$ cat config.mk
export PLATFORM = sky130hd
export DESIGN_NAME = elk_mem_map
export DESIGN_NICKNAME = d
export VERILOG_FILES = /design/src/elk_pkg.sv /design/src/elk_mem_map.sv
export VERILOG_INCLUDE_DIRS = /design/src
export SDC_FILE = /design/constraint.sdc
export NUM_CORES = 1
export LEC_CHECK = 0
export BUFFER_PORTS_ARGS = -buffer_cell sky130_fd_sc_hd__clkbuf_2
export CORE_AREA = 2 2 39 41
export DETAILED_ROUTE_END_ITERATION = 7
export DIE_AREA = 0 0 41 43
export PLACE_DENSITY = 0.61
export SYNTH_ARGS = -nofsm -noshare
export SYNTH_HDL_FRONTEND = slang
export SYNTH_SLANG_ARGS = --single-unit
$ cat constraint.sdc
create_clock -name vclk -period 0.91
set_input_delay 0.091 -clock vclk [all_inputs]
set_output_delay 0.091 -clock vclk [all_outputs]
set_load 0.01 [all_outputs]
$ cat src/elk_macros.svh
// Shared widths, bank counts, mouse limits and region codes for the Electron host bridge
`ifndef ELK_MACROS_SVH
`define ELK_MACROS_SVH

// CPU bus address, 32 banks of 16 KB
`define ELK_ADDR_W 19
`define ELK_DATA_W 8

// Offset inside one 16 KB bank
`define ELK_BANK_W 14

// Bank counts of the two arrays
`define ELK_ROM_BANKS 7
`define ELK_RAM_BANKS 8

// Array address, 3 bank bits over the bank offset
`define ELK_MEM_AW 17

// Host download address
`define ELK_LOAD_AW 25

// Mouse emulation limits
`define ELK_DELTA_LIMIT 10
`define ELK_AXIS_MAX 127
`define ELK_AXIS_MIN 128

// Region codes
`define ELK_REGION_W 2
`define ELK_REGION_NONE 2'd0
`define ELK_REGION_ROM 2'd1
`define ELK_REGION_RAM 2'd2

`endif

$ cat src/elk_pkg.sv
// Types shared by the Electron memory system and the mouse axis emulator
`include "elk_macros.svh"

package elk_pkg;

	typedef logic [`ELK_ADDR_W-1:0] elk_addr_t;
	typedef logic [`ELK_DATA_W-1:0] elk_data_t;
	typedef logic [`ELK_MEM_AW-1:0] elk_mem_addr_t;
	// Signed, wide enough for a saturated axis plus one clamped delta
	typedef logic signed [8:0] elk_axis_t;

	// CPU side request, we_n active low as on the core
	typedef struct packed {
		logic      we_n;
		elk_addr_t addr;
		elk_data_t wdata;
	} elk_bus_req_t;

	// Host download port
	typedef struct packed {
		logic                   active;
		logic                   wr;
		logic [7:0]             index;
		logic [`ELK_LOAD_AW-1:0] addr;
		elk_data_t              data;
	} elk_load_t;

	// Mouse packet, toggle flips once per packet
	typedef struct packed {
		logic       toggle;
		logic       y_sign;
		logic       x_sign;
		logic [1:0] buttons;
		logic [7:0] dx;
		logic [7:0] dy;
	} elk_mouse_t;

	// Real analog joystick
	typedef struct packed {
		logic [7:0] x;
		logic [7:0] y;
		logic       fire;
		logic       any_dir;
	} elk_joy_t;

	// Axis in core format
	typedef struct packed {
		logic [7:0] x;
		logic [7:0] y;
		logic       fire;
	} elk_axis_out_t;

	typedef enum logic [`ELK_REGION_W-1:0] {
		region_none = `ELK_REGION_NONE,
		region_rom  = `ELK_REGION_ROM,
		region_ram  = `ELK_REGION_RAM
	} elk_region_e;

endpackage

$ cat src/elk_mem_map.sv
// Address decode of the 19-bit CPU bus into ROM and sideways RAM banks
`timescale 1ns/1ps
`include "elk_macros.svh"

module elk_mem_map (
	input  elk_pkg::elk_addr_t     addr,
	output elk_pkg::elk_region_e   region,
	output elk_pkg::elk_mem_addr_t mem_addr
);
	// Top five address bits select the 16 KB slot
	localparam int CODE_W     = `ELK_ADDR_W - `ELK_BANK_W;
	localparam int BANK_SEL_W = `ELK_MEM_AW - `ELK_BANK_W;
	// Sideways RAM starts at 1_00_00
	localparam logic [CODE_W-1:0] RAM_BASE = CODE_W'(16);

	logic [CODE_W-1:0]     code;
	logic [CODE_W-1:0]     ram_idx;
	logic [BANK_SEL_W-1:0] rom_bank;
	logic                  rom_hit;
	logic [BANK_SEL_W-1:0] bank;

	assign code    = addr[`ELK_ADDR_W-1:`ELK_BANK_W];
	assign ram_idx = code - RAM_BASE;

	//////////////////////////////////////////////////////////////////////
	// ROM slots
	//////////////////////////////////////////////////////////////////////

	always_comb begin
		rom_hit  = 1'b1;
		rom_bank = '0;
		case (code)
			// Filing system ROM
			5'b0_01_00: rom_bank = BANK_SEL_W'(0);
			// OS, mirrored over two slots
			5'b0_10_00,
			5'b0_10_01: rom_bank = BANK_SEL_W'(1);
			// BASIC, mirrored too
			5'b0_10_10,
			5'b0_10_11: rom_bank = BANK_SEL_W'(2);
			5'b0_11_00: rom_bank = BANK_SEL_W'(3);
			5'b0_11_01: rom_bank = BANK_SEL_W'(4);
			5'b0_11_10: rom_bank = BANK_SEL_W'(5);
			5'b0_11_11: rom_bank = BANK_SEL_W'(6);
			default: begin
				rom_hit  = 1'b0;
				rom_bank = '0;
			end
		endcase
	end

	//////////////////////////////////////////////////////////////////////
	// Region select
	//////////////////////////////////////////////////////////////////////

	always_comb begin
		region = elk_pkg::region_none;
		bank   = '0;
		// RAM codes 1_00_xx and 1_01_xx
		if (code >= RAM_BASE && ram_idx < CODE_W'(`ELK_RAM_BANKS)) begin
			region = elk_pkg::region_ram;
			bank   = ram_idx[BANK_SEL_W-1:0];
		end else if (rom_hit) begin
			region = elk_pkg::region_rom;
			bank   = rom_bank;
		end
	end

	// Offset inside the bank is untouched
	assign mem_addr = {bank, addr[`ELK_BANK_W-1:0]};

endmodule

### Word-level counts from Yosys, hierarchy flattened

Index checks and enable logic that the tools add are counted.
Widths: inputs -> output; s select.

* register bits: 0
* bits of input ports: 19
* output and inout port bits: 19
* word-level logic and storage cells: 22

* add/sub/neg operators: 1
* order comparisons: 2
* eq/ne operators: 9
* mux-type cells: 6
* reduce and logical (&&, ||, !) cells: 4

Operators with widths (number)
* $eq 5x4->1 const B: 8
* $pmux 3 s6: 1
* $reduce_or 9->1: 1
* $mux 3: 2
* $eq 5x3->1 const B: 1
* $ge 5x5->1 const B: 1
* $lt 5x4->1 const B: 1
* $sub 5x5->5 const B: 1
* $reduce_or 2->1: 2
* $mux 1: 2
* $mux 2: 1
* $logic_and 1x1->1: 1

### Logic depth before layout (Yosys ltp)

* word-level depth: 5
* gate-level depth with buffers: 3
* mapped depth without buffers: 3

### Worst setup path before layout

Ideal clock, no wire load.

* path kind: input to output
* start point: in addr[17]
* end point: out mem_addr[15]
* data arrival time: 0.614 ns
* required time: 0.819 ns
* slack: 0.205 ns
* stages on the path: 3
* buffers on the path: 0
* cells stage by stage: and2b_4 -> a21oi_2 -> mux2i_1

* word-level cells in the longest chain between the ends: 5
* elaborated cells on any way between the ends: 20
* classes of those cells: 1 x add/sub; 2 x order compare; 9 x eq/ne; 4 x mux; 4 x reduce/logical

Ends and longest elaborated chain
* from (decl): line elk_mem_map.sv:6 `input elk_pkg::elk_addr_t addr,`
* branches (longest 4 deep; another with $sub 5x5->5)
* $mux 3 (*): line elk_mem_map.sv:60 `` if (code >= RAM_BASE && ram_idx < CODE_W'(`ELK_RAM_BANKS)) begin ``
* to (decl): line elk_mem_map.sv:8 `output elk_pkg::elk_mem_addr_t mem_addr`

Every way passes the cells marked *.

### Final worst setup path

Same ends and word-level chain as after synthesis.

==> flow_summary.yaml <==
yosys:
  synth_top_family_by_area: "buffers and inverters"
  synth_area_um2: 200.2
  syn_inst: 27
  syn_avg_cell_area_um2: 7.415
  ys_types: 12
  seq_area_frac_synth_pct: 0
  synth_compound_area_share_pct: 17.50
  synth_fa_ha_area_share_pct: 0
  synth_nets: 46
  synthSimpleGateAreaFrac_pct: 25.00
  synth-xor-area-share_pct: 0
  synth_warnings: 0
  synthMuxAreaShare_pct: 5.000
layout:
  drive_above_1_share_pct: 60.87
  ff_latch_area_um2: 0
  antenna_cells: 0
  nClkBuffers: 0
  n_fill_cell: 160
  stdcell_count: 39
  stdcell_area_um2: 172.7
  n_sequential_cell: 0
  area_delta_synth_final_pct: -13.75
  num-nets-final: 44
pwr:
  powerDensity_mw_per_mm2: 452.9
  peakVddDrop_mv: 0.1285
  leakagePower_uw: 0.00008817
  p_total_uw: 78.19
grt:
  grt_pass1_wl_um: 455
  grt.total_usage_pct: 3.397
  grt-ovfl-total: 0
  first_global_vias: 109
  grt_max_degree: 5
  antenna_found_initial: 0
die:
  die_width_um: 41
  die_h_um: 43
  initial_core_util_pct: 14.47
  num_io_pins: 38
  die_area_mm2: 0.001763
  core-area_mm2: 0.001384
  rows: 14
place:
  dpl_cell_area_um2: 165.2
  port_buffers: 10
  dp.cells: 39
  gp_congestion: 0.5873
critical_path:
  start_kind: "input pin"
  critPathCaptureType: "output pin"
  cp_max_fo: 4
  critPathRequiredTime_ns: 0.82
  crit_type: "in2out"
  crit_arrival_ns: 0.75
clocking:
  post_cts_buffers: 0
  cts_resized: 0
  holdBufCountCts: 0
detailed_routing:
  final_antenna_net_count: 0
  drtPass1Iterations: 1
  wirelength_um: 339
  wl_met2_um: 82
  wl_met1_um: 165
  highest_layer: "met4"
  dr_wl_met3_um: 87
  wl_per_cell_um: 8.692
  drc: 0
  vias_per_cell: 3.513
  drt_iter0_drc: 0
  vias: 137
sta:
  min_period_over_period_pct: 92.23
  tightest_slew_ns: 0.1131
  hold_violations: 0
  fmax_ghz: 1.191
  rsz0062_at_grt: "false"
  setup_tns_ns: 0
  setup_viol: 0
  final_max_slew_viol_count: 0
  period_minus_slack_ns: 0.8393
  maxSlewHeadroom_pct: 92.25
job:
  max_cap_viol_count: 0
outcome:
  status: "finished clean"
worst_hold_path:
  min_path_type: "in2out"
-- worst paths after layout --
kind	cells after the start	end	from
worst max-delay path	5	mem_addr[15]	addr[17]
worst min-delay path	0	mem_addr[10]	addr[10]
-- layer usage --
| metal | vias to the layer above | track usage (%) |
|---|---|---|
| met4 | 0 | 1.333 |
| met5 | - | 0 |
| met1 | 58 | 6.013 |
| met2 | 10 | 3.125 |
| li1 | 67 | - |
| met3 | 2 | 1.571 |
-- cell usage in the layout, fill, tap and decap left out --
master and count:
nand2b_1 1, and2b_4 1, clkbuf_2 9, a21oi_1 1
nor2b_1 1, a21oi_2 1, o21ai_0 1, mux2i_1 1
o21a_1 1, buf_2 1, nand2b_4 1, nor2_1 2
nor2b_4 1, a22o_1 1
-- synth_stat cells --
library cell | instances | area [um2]
a21oi_2 | 1 | 8.760
and2b_4 | 1 | 10.01
mux2i_1 | 1 | 10.01
o21a_1 | 1 | 7.510
nor2b_4 | 1 | 13.76
nand2b_1 | 2 | 12.51
nor2b_1 | 1 | 6.260
a22o_1 | 1 | 8.760
a21oi_1 | 1 | 5.000
o21ai_0 | 1 | 5.000
buf_4 | 14 | 105.1
nor2_1 | 2 | 7.510
-- worst max-delay path, stage by stage --
cell,delay [ns]
clkbuf_2,0.09
and2b_4,0.26
a21oi_2,0.03
mux2i_1,0.12
buf_2,0.15
-- final cells by class --
type / count / area (um2) / area share [%]
Tap cell: 16 / 20.02 / 11.59
Multi-Input combinational cell: 13 / 102.6 / 59.42
Timing Repair Buffer: 10 / 50.05 / 28.99
-- logic make-up after synthesis --
| kind of cell | count (synthesis) |
|---|---|
| compound gates | 5 |
| simple gates | 7 |
| mux | 1 |
| buf+inv | 14 |
-- power breakdown --
part	total, uW	switching [uW]	internal [uW]
combinational	78.2	38.2	40.0
clock	0	0	0
sequential	0	0	0
total	78.2	38.2	40.0
-- through the flow --
stage / setup slack [ns] / util, % / hold slack (ns)
2_1_floorplan: 0.2053 / - / 0.2295
3_3_place_gp: 0.01124 / 11.93 / 0.1821
3_5_place_dp: 0.03105 / 11.93 / 0.1821
4_1_cts: 0.02829 / 11.93 / 0.1821
5_1_grt: 0.006351 / 12.48 / 0.1820
6_report: 0.07071 / 12.48 / 0.1820
(Power assumes the default switching activity.)
