### config.mk
export PLATFORM = sky130hd
export DESIGN_NAME = elk_mouse_axis
export DESIGN_NICKNAME = d
export VERILOG_FILES = /design/src/elk_pkg.sv /design/src/elk_mouse_axis.sv
export VERILOG_INCLUDE_DIRS = /design/src
export SDC_FILE = /design/constraint.sdc
export NUM_CORES = 1
export LEC_CHECK = 0
export ABC_AREA = 1
export BUFFER_PORTS_ARGS = -buffer_cell sky130_fd_sc_hd__clkbuf_2
export CAP_MARGIN = 5
export CORE_MARGIN = 3
export CORE_UTILIZATION = 26
export CTS_BUF_LIST = sky130_fd_sc_hd__clkbuf_4
export CTS_CLUSTER_DIAMETER = 150
export CTS_CLUSTER_SIZE = 25
export DETAILED_ROUTE_END_ITERATION = 16
export PLACE_DENSITY = 0.42
export SYNTH_ARGS = -nofsm -noshare
export SYNTH_HDL_FRONTEND = slang
export SYNTH_SLANG_ARGS = --single-unit
export TNS_END_PERCENT = 100
### constraint.sdc
create_clock -name clk_sys -period 2.27 [get_ports clk_sys]
set_input_delay 0 -clock clk_sys [delete_from_list [all_inputs] [get_ports clk_sys]]
set_output_delay 0 -clock clk_sys [all_outputs]
set_load 0.02 [all_outputs]
### src/elk_macros.svh
// Shared widths, bank counts, mouse limits and region codes for the Electron host bridge
`ifndef ELK_MACROS_SVH
`define ELK_MACROS_SVH

// CPU bus address, 32 banks of 16 KB
`define ELK_ADDR_W 19
`define ELK_DATA_W 8

// Offset inside one 16 KB bank
`define ELK_BANK_W 14

// Bank counts of the two arrays
`define ELK_ROM_BANKS 7
`define ELK_RAM_BANKS 8

// Array address, 3 bank bits over the bank offset
`define ELK_MEM_AW 17

// Host download address
`define ELK_LOAD_AW 25

// Mouse emulation limits
`define ELK_DELTA_LIMIT 10
`define ELK_AXIS_MAX 127
`define ELK_AXIS_MIN 128

// Region codes
`define ELK_REGION_W 2
`define ELK_REGION_NONE 2'd0
`define ELK_REGION_ROM 2'd1
`define ELK_REGION_RAM 2'd2

`endif

### src/elk_pkg.sv
// Types shared by the Electron memory system and the mouse axis emulator
`include "elk_macros.svh"

package elk_pkg;

	typedef logic [`ELK_ADDR_W-1:0] elk_addr_t;
	typedef logic [`ELK_DATA_W-1:0] elk_data_t;
	typedef logic [`ELK_MEM_AW-1:0] elk_mem_addr_t;
	// Signed, wide enough for a saturated axis plus one clamped delta
	typedef logic signed [8:0] elk_axis_t;

	// CPU side request, we_n active low as on the core
	typedef struct packed {
		logic      we_n;
		elk_addr_t addr;
		elk_data_t wdata;
	} elk_bus_req_t;

	// Host download port
	typedef struct packed {
		logic                   active;
		logic                   wr;
		logic [7:0]             index;
		logic [`ELK_LOAD_AW-1:0] addr;
		elk_data_t              data;
	} elk_load_t;

	// Mouse packet, toggle flips once per packet
	typedef struct packed {
		logic       toggle;
		logic       y_sign;
		logic       x_sign;
		logic [1:0] buttons;
		logic [7:0] dx;
		logic [7:0] dy;
	} elk_mouse_t;

	// Real analog joystick
	typedef struct packed {
		logic [7:0] x;
		logic [7:0] y;
		logic       fire;
		logic       any_dir;
	} elk_joy_t;

	// Axis in core format
	typedef struct packed {
		logic [7:0] x;
		logic [7:0] y;
		logic       fire;
	} elk_axis_out_t;

	typedef enum logic [`ELK_REGION_W-1:0] {
		region_none = `ELK_REGION_NONE,
		region_rom  = `ELK_REGION_ROM,
		region_ram  = `ELK_REGION_RAM
	} elk_region_e;

endpackage

### src/elk_mouse_axis.sv
// Mouse to analog joystick emulation with real joystick mux and core axis format
`timescale 1ns/1ps
`include "elk_macros.svh"

module elk_mouse_axis (
	input  logic                   clk_sys,
	input  logic                   arst_n,
	input  elk_pkg::elk_mouse_t    mouse,
	input  elk_pkg::elk_joy_t      joy,
	input  logic                   axis_disable,
	output elk_pkg::elk_axis_out_t axis
);
	localparam elk_pkg::elk_axis_t DELTA_HI = elk_pkg::elk_axis_t'(`ELK_DELTA_LIMIT);
	localparam elk_pkg::elk_axis_t DELTA_LO = -DELTA_HI;
	localparam elk_pkg::elk_axis_t AXIS_HI  = elk_pkg::elk_axis_t'(`ELK_AXIS_MAX);
	localparam elk_pkg::elk_axis_t AXIS_LO  = -elk_pkg::elk_axis_t'(`ELK_AXIS_MIN);

	logic               toggle_q;
	logic               emu_active;
	logic               packet;
	logic               clear;
	elk_pkg::elk_axis_t acc_x;
	elk_pkg::elk_axis_t acc_y;
	elk_pkg::elk_axis_t dx;
	elk_pkg::elk_axis_t dy;
	elk_pkg::elk_axis_t sum_x;
	elk_pkg::elk_axis_t sum_y;
	elk_pkg::elk_data_t src_x;
	elk_pkg::elk_data_t src_y;

	// Per packet limit
	function automatic elk_pkg::elk_axis_t clamp_delta(input elk_pkg::elk_axis_t d);
		if (d > DELTA_HI) return DELTA_HI;
		if (d < DELTA_LO) return DELTA_LO;
		return d;
	endfunction

	// Axis range limit
	function automatic elk_pkg::elk_axis_t saturate(input elk_pkg::elk_axis_t s);
		if (s > AXIS_HI) return AXIS_HI;
		if (s < AXIS_LO) return AXIS_LO;
		return s;
	endfunction

	// Core wants inverted offset binary
	function automatic elk_pkg::elk_data_t to_core(input elk_pkg::elk_data_t v);
		return 8'hFF - {~v[7], v[6:0]};
	endfunction

	//////////////////////////////////////////////////////////////////////
	// Accumulation
	//////////////////////////////////////////////////////////////////////

	assign packet = mouse.toggle != toggle_q;
	assign clear  = joy.any_dir || joy.fire || axis_disable;

	// Sign bit over the delta byte
	assign dx = {mouse.x_sign, mouse.dx};
	assign dy = {mouse.y_sign, mouse.dy};
	// Screen y grows downwards, axis y upwards
	assign sum_x = acc_x + clamp_delta(dx);
	assign sum_y = acc_y - clamp_delta(dy);

	always_ff @(posedge clk_sys or negedge arst_n) begin
		if (!arst_n) begin
			toggle_q   <= 1'b0;
			emu_active <= 1'b0;
			acc_x      <= '0;
			acc_y      <= '0;
		end else begin
			toggle_q <= mouse.toggle;
			// Real joystick activity wins
			if (clear) begin
				emu_active <= 1'b0;
				acc_x      <= '0;
				acc_y      <= '0;
			end else if (packet) begin
				emu_active <= 1'b1;
				acc_x      <= saturate(sum_x);
				acc_y      <= saturate(sum_y);
			end
		end
	end

	// Source mux and format
	assign src_x     = emu_active ? acc_x[7:0] : joy.x;
	assign src_y     = emu_active ? acc_y[7:0] : joy.y;
	assign axis.x    = to_core(src_x);
	assign axis.y    = to_core(src_y);
	assign axis.fire = emu_active ? |mouse.buttons : joy.fire;

	a_acc_range: assert property (@(posedge clk_sys) disable iff (!arst_n)
		(acc_x >= AXIS_LO) && (acc_x <= AXIS_HI) && (acc_y >= AXIS_LO) && (acc_y <= AXIS_HI))
		else $error("elk_mouse_axis: accumulator out of range");

endmodule

Yosys cells after proc, flatten, opt, wreduce, memory -nomap -nowiden
Cells that the tools add are included.
{"block": "word_totals", "reg_bits": 20, "word_cells": 68}
{"block": "classes", "addsub": 4, "order_cmp": 8, "eq_ne": 1, "n_mux": 45, "bitwise_logic": 2, "reduce_logical": 4}
{"cell": "$mux W9", "n": 20}
{"cell": "$mux W1", "n": 23}
{"cell": "$gt A9 B5 Y1 const B", "n": 2}
{"cell": "$gt A9 B8 Y1 const B", "n": 2}
{"cell": "$lt A9 B5 Y1 const B", "n": 2}
{"cell": "$lt A9 B8 Y1 const B", "n": 2}
{"cell": "$mux W8", "n": 2}
{"cell": "$sub A8 B8 Y8 const A", "n": 2}
{"cell": "$add A9 B9 Y9", "n": 1}
{"cell": "$sub A9 B9 Y9", "n": 1}
{"cell": "$logic_or A1 B1 Y1", "n": 2}
{"cell": "$not A1 Y1", "n": 2}
{"cell": "$reduce_bool A2 Y1", "n": 1}
{"cell": "$reduce_or A2 Y1", "n": 1}
{"cell": "$ne A1 B1 Y1", "n": 1}

Longest topological paths before layout
{"block": "depth", "ltp_word": 17, "ltp_mapped": 21, "depth_no_buf": 21}

Least setup slack after synthesis
No wires, ideal clock.
{"block": "synth_timing", "path_type": "input to register", "startpoint": "input port mouse[14] (netlist name)", "endpoint": "register acc_x[2]", "arrival_ns": 2.120, "t_required_ns": 2.154, "setup_slack_ns": 0.034, "stages": 21, "path_buffers": 0, "cell_sequence": "inv_1 > nor3_1 > nand4_1 > ha_1 > inv_1 > nand2_1 > nor2_1 > ha_1 > fa_1 > nand2_1 > nand3_1 > nand2_2 > nor2_2 > nor2_4 > inv_2 > nand3_2 > nand2_2 > nand2_2 > nand2_1 > nand2_1 > nand2_1"}
{"block": "synth_via", "elab_chain_cells": 15, "word_cells_on_any_way": 23, "cone_classes": "1 x add/sub; 4 x order compare; 18 x mux"}
{"element": "start: declaration", "line": "elk_mouse_axis.sv:8", "rtl": "input elk_pkg::elk_mouse_t mouse,"}
{"element": "$lt A9 B5 Y1", "line": "elk_mouse_axis.sv:34", "rtl": "if (d < DELTA_LO) return DELTA_LO;"}
{"element": "$mux W1 (2 in a row)", "line": "elk_mouse_axis.sv:34"}
{"element": "$mux W9", "line": "elk_mouse_axis.sv:35", "rtl": "return d;"}
{"element": "$mux W9 (*)", "line": "elk_mouse_axis.sv:34"}
{"element": "$add A9 B9 Y9 (*)", "line": "elk_mouse_axis.sv:61", "rtl": "assign sum_x = acc_x + clamp_delta(dx);"}
{"element": "$lt A9 B8 Y1", "line": "elk_mouse_axis.sv:41", "rtl": "if (s < AXIS_LO) return AXIS_LO;"}
{"element": "$mux W1 (2 in a row)", "line": "elk_mouse_axis.sv:41"}
{"element": "$mux W1", "line": "elk_mouse_axis.sv:77", "rtl": "end else if (packet) begin"}
{"element": "$mux W1", "line": "elk_mouse_axis.sv:73", "rtl": "if (clear) begin"}
{"element": "$mux W9", "line": "elk_mouse_axis.sv:42", "rtl": "return s;"}
{"element": "$mux W9 (*)", "line": "elk_mouse_axis.sv:41"}
{"element": "$mux W9 (*)", "line": "elk_mouse_axis.sv:77"}
{"element": "$mux W9 (*)", "line": "elk_mouse_axis.sv:73"}
{"element": "end signal: assignment", "line": "elk_mouse_axis.sv:79", "rtl": "acc_x <= saturate(sum_x);"}
{"element": "end: declaration", "line": "elk_mouse_axis.sv:22", "rtl": "elk_pkg::elk_axis_t acc_x;"}
Mark *: on every way between the ends. The rest lies on a longest branch, timed or not. The select of a mux whose other input is x is not followed.
A chain may end at the register's enable or synchronous reset.

Worst setup path in the final report
{"block": "layout_timing", "startpoint": "input port mouse[1] (netlist name)", "endpoint": "register acc_y[3]"}
{"block": "layout_via", "elab_chain_cells": 15, "word_cells_on_any_way": 23, "cone_classes": "1 x add/sub; 4 x order compare; 18 x mux"}
{"element": "$lt A9 B5 Y1", "line": "elk_mouse_axis.sv:34"}
{"element": "$mux W1 (2 in a row)", "line": "elk_mouse_axis.sv:34"}
{"element": "$mux W9", "line": "elk_mouse_axis.sv:35"}
{"element": "$mux W9 (*)", "line": "elk_mouse_axis.sv:34"}
{"element": "$sub A9 B9 Y9 (*)", "line": "elk_mouse_axis.sv:62", "rtl": "assign sum_y = acc_y - clamp_delta(dy);"}
{"element": "$lt A9 B8 Y1", "line": "elk_mouse_axis.sv:41"}
{"element": "$mux W1 (2 in a row)", "line": "elk_mouse_axis.sv:41"}
{"element": "$mux W1", "line": "elk_mouse_axis.sv:77"}
{"element": "$mux W1", "line": "elk_mouse_axis.sv:73"}
{"element": "$mux W9", "line": "elk_mouse_axis.sv:42"}
{"element": "$mux W9 (*)", "line": "elk_mouse_axis.sv:41"}
{"element": "$mux W9 (*)", "line": "elk_mouse_axis.sv:77"}
{"element": "$mux W9 (*)", "line": "elk_mouse_axis.sv:73"}
{"element": "end signal: assignment", "line": "elk_mouse_axis.sv:80", "rtl": "acc_y <= saturate(sum_y);"}
{"element": "end: declaration", "line": "elk_mouse_axis.sv:23", "rtl": "elk_pkg::elk_axis_t acc_y;"}
Marked as above.

==> results.sh <==
export IMPL_clock_sinks=20
export IMPL_timing_slew_headroom_pct=42.0
export IMPL_dr_total_vias=2237
export IMPL_vias_per_cell=4.34
export IMPL_overflow=0
export IMPL_timing_clock_skew_ps=6.34
export IMPL_vdd_ir_drop_worst_v=0.000224
export IMPL_floorplan_rows=32
export IMPL_boundaryPins=59
export IMPL_finalSetupViolCount=0
export IMPL_min_period_over_period_pct=94.2
export IMPL_cellLeakagePower_nw=1.68
export IMPL_cp_max_fo=5
export IMPL_gp_congestion=0.810
export IMPL_clk_pin_slew_ps=120
export IMPL_floorplan_die_width_um=95.7
export IMPL_synthMuxAreaShare_pct=7.30
export IMPL_timing_final_hold_violations=0
export IMPL_number_of_antenna_violations_at_the_first_check_in_global_routing=0
export IMPL_synth_edff_count=0
export IMPL_critPathCaptureType="flop"
export IMPL_fmaxAchievable_mhz=468
export IMPL_dieArea_sq_mm=0.00915
export IMPL_adder_cell_area_share_of_the_yosys_netlist_pct=12.7
export IMPL_avgSynthCellArea_sq_um=6.79
export IMPL_worstPathArrival_ps=2390
export IMPL_via_count_of_the_first_global_routing_pass=1888
export IMPL_synth_async_sr_flop_share_pct=100
export IMPL_synth_area_sq_mm=0.00209
export IMPL_finalCriticalPeriod_ps=2140
export IMPL_clk_latency_ps=300
export IMPL_synth_warning_count=0
export IMPL_hold_path_class="in -> async"
export IMPL_synthesis_instances=308
export IMPL_worst_pin_slew_ps=867
export IMPL_clock_root_buffer="sky130_fd_sc_hd__clkbuf_4"
export IMPL_combinational_family_with_the_most_area_after_synthesis="simple AND/OR/NAND/NOR gates"
export IMPL_sequential_area_share_after_synthesis_pct=23.9
export IMPL_power_density_cell_area_mw_per_mm2=388
export IMPL_drv_cap=0
export IMPL_detailedRoute_firstPassIterationCount=4
export IMPL_setup_total_negative_slack_ps=0
export IMPL_timing_max_transition_violations_final=0
export IMPL_grt_first_pass_wirelength_um=8920
export IMPL_worst_path_max_delay_cell="sky130_fd_sc_hd__fa_2"
export IMPL_dp_hpwl_um=4760
export IMPL_synth_seq_cells=20
export IMPL_sum_of_routed_wire_length_over_all_layers_um=5760
export IMPL_track_usage_pct=12.4
export IMPL_post_route_cells_drive_above_1_share_pct=39.5
export IMPL_postSynth_topFlopCell="sky130_fd_sc_hd__dfrtp_1"
export IMPL_remaining_drc_errors=0
export IMPL_syn_num_nets=370
export IMPL_flow_area_growth_from_synthesis_pct=45.3
export IMPL_synth_unique_cells=28
export IMPL_first_iter_violations=60
export IMPL_drt_wirelength_per_cell_um=11.2
export IMPL_insertedDiodeCount=0
export IMPL_count_of_buffers_inserted_at_the_top_level_ports=58
export IMPL_finalHoldWorstSlack_ps=213
export IMPL_synth_compound_gate_area_share_pct=8.38
export IMPL_pin_count_of_the_biggest_net_entering_global_routing=21
export IMPL_start_util_pct=26.9
export IMPL_timing_critical_path_from_type="input port"
export IMPL_criticalPathCategory="in -> reg"
export IMPL_fin_nets=476
export IMPL_die_y_um=95.7
export IMPL_result_of_the_run="completed"
export IMPL_cts_buffers=3
export IMPL_critical_path_required_ps=2520
export IMPL_drtAntennaViolNets=0
export IMPL_worstPathCellList="clkbuf_2 -> a21oi_1 -> nor3_2 -> nand4_1 -> ha_4 -> inv_4 -> nand2_2 -> nor2_2 -> ha_2 -> inv_2 -> fa_2 -> nand3_2 -> nand2_4 -> a21oi_4 -> nand3_2 -> nand3_2 -> nand2_1 -> inv_2 -> nand2_1 -> nand2_1"
export IMPL_synth_xor_area_share_pct=4.61
export IMPL_clock_path_buffers=2
export IMPL_tritoncts="built"
export IMPL_critical_path_max_stage_delay_ps=370
export IMPL_ctsHtreeMaxLevel=1
export IMPL_yosys_area_share_simple_pct=34.3
export IMPL_core_region_area_sq_mm=0.00777
==> final timing paths <==
check | cells after the start | slack, ps | start | end
worst min-delay path | 2 | 210 | arst_n | acc_y[0]
worst max-delay path | 20 | 130 | mouse[1] | acc_y[3]
max in group asynchronous | 2 | 1690 | arst_n | acc_x[5]
min in group clk_sys | 3 | 270 | joy[7] | axis[6]
worst max register to register | 13 | 270 | acc_y[0] | acc_y[3]
worst min register to register | 2 | 500 | acc_y[0] | acc_y[0]
==> worst max-delay path, delay by kind of cell <==
family                     cells  cell delay (ps)
and+or+nand+nor               11              990
buffers and inverters          4              330
adders and majority gates      3              850
AOI/OAI and AO/OA              2              230
==> cell usage after synthesis, types with 2 or more instances <==
cell type | instances | area share, %
sky130_fd_sc_hd__a21oi_1 | 19 | 4.5
sky130_fd_sc_hd__buf_2 | 3 | 0.72
sky130_fd_sc_hd__xor2_1 | 6 | 2.5
sky130_fd_sc_hd__inv_2 | 7 | 1.3
sky130_fd_sc_hd__nor2_1 | 9 | 1.6
sky130_fd_sc_hd__mux2i_1 | 13 | 6.2
sky130_fd_sc_hd__nand4_1 | 2 | 0.60
sky130_fd_sc_hd__inv_1 | 34 | 6.1
sky130_fd_sc_hd__xnor2_1 | 5 | 2.1
sky130_fd_sc_hd__o21ai_0 | 11 | 2.6
sky130_fd_sc_hd__nand2_1 | 105 | 19
sky130_fd_sc_hd__nand3_2 | 6 | 2.9
sky130_fd_sc_hd__mux2_2 | 2 | 1.1
sky130_fd_sc_hd__dfrtp_1 | 20 | 24
sky130_fd_sc_hd__o21ai_1 | 2 | 0.48
sky130_fd_sc_hd__nand2_2 | 6 | 1.8
sky130_fd_sc_hd__fa_1 | 2 | 1.9
sky130_fd_sc_hd__nand3_1 | 24 | 5.7
sky130_fd_sc_hd__nor3_1 | 4 | 0.96
sky130_fd_sc_hd__ha_1 | 18 | 11
sky130_fd_sc_hd__nand3b_1 | 2 | 0.72
sky130_fd_sc_hd__o21a_1 | 2 | 0.72
==> cell families after synthesis <==
family	count (synthesis)
fa+ha+maj	20
buf+inv	47
xor+xnor	11
mux	15
flops	20
simple gates	161
compound gates	34
==> area by class of cell <==
| cell class | count | area (sq um) |
|---|---|---|
| clock buffers | 3 | 22.5 |
| repair buffers | 106 | 668 |
| clock inverters | 1 | 3.75 |
| flip-flops and latches | 20 | 500 |
| multi-input cells | 241 | 1560 |
| inverters | 42 | 160 |
| well taps | 102 | 128 |
| fillers | 864 | 4730 |
==> metal layers <==
metal,vias to the layer above,global-route usage (%),wire (um)
li1,1205,-,-
met1,982,18.8,2990
met2,46,18.6,2460
met3,4,2.37,267
met4,0,1.42,34
met5,-,0,0
==> repair_timing <==
action,in CTS,in global routing
hold endpoints to repair,21,0
gates resized for setup,3,45
buffers inserted,0,5
pin swaps,1,24
hold buffers,2,0
endpoints found under the setup margin,7,16
==> cell usage in the layout, fill, tap and decap left out, types with 3 or more instances in the layout <==
| cell | instances |
|---|---|
| sky130_fd_sc_hd__nand3_4 | 3 |
| sky130_fd_sc_hd__nand3_1 | 22 |
| sky130_fd_sc_hd__xor2_1 | 6 |
| sky130_fd_sc_hd__mux2i_1 | 13 |
| sky130_fd_sc_hd__nand2_1 | 95 |
| sky130_fd_sc_hd__buf_4 | 46 |
| sky130_fd_sc_hd__nor2_1 | 7 |
| sky130_fd_sc_hd__o21ai_0 | 7 |
| sky130_fd_sc_hd__nor3_2 | 3 |
| sky130_fd_sc_hd__o21ai_1 | 5 |
| sky130_fd_sc_hd__a21oi_1 | 13 |
| sky130_fd_sc_hd__inv_1 | 30 |
| sky130_fd_sc_hd__nor2_4 | 3 |
| sky130_fd_sc_hd__nand2_2 | 15 |
| sky130_fd_sc_hd__dfrtp_1 | 20 |
| sky130_fd_sc_hd__xnor2_1 | 5 |
| sky130_fd_sc_hd__inv_2 | 10 |
| sky130_fd_sc_hd__clkbuf_4 | 3 |
| sky130_fd_sc_hd__clkbuf_2 | 56 |
| sky130_fd_sc_hd__a21oi_2 | 5 |
| sky130_fd_sc_hd__nand3_2 | 5 |
| sky130_fd_sc_hd__ha_1 | 15 |
==> state kept, by name (all words and copies together) (netlist names) <==
register,cells
acc_x,9
acc_y,9
emu_active,1
toggle_q,1
==> where the power goes <==
group	internal (mW)	switching, mW	leakage (nW)
registers	0.376	0.0233	0.272
logic	0.279	0.327	1.39
clock network	0.0640	0.109	0.0154
==> metrics by stage <==
step	power [mW]	utilization (%)	setup WS (ps)	cells	cell area, sq um
after CTS	1.13	36.8	7.26	510	2860
final	1.18	39.1	131	515	3040
after global placement	0.940	35.9	-374	504	2790
after floorplan	0.722	-	33.6	308	2090
after detailed placement	0.940	35.9	-410	504	2790
after global routing	1.28	39.1	-22.8	515	3040
No activity file was read; power rests on OpenSTA's default activity.
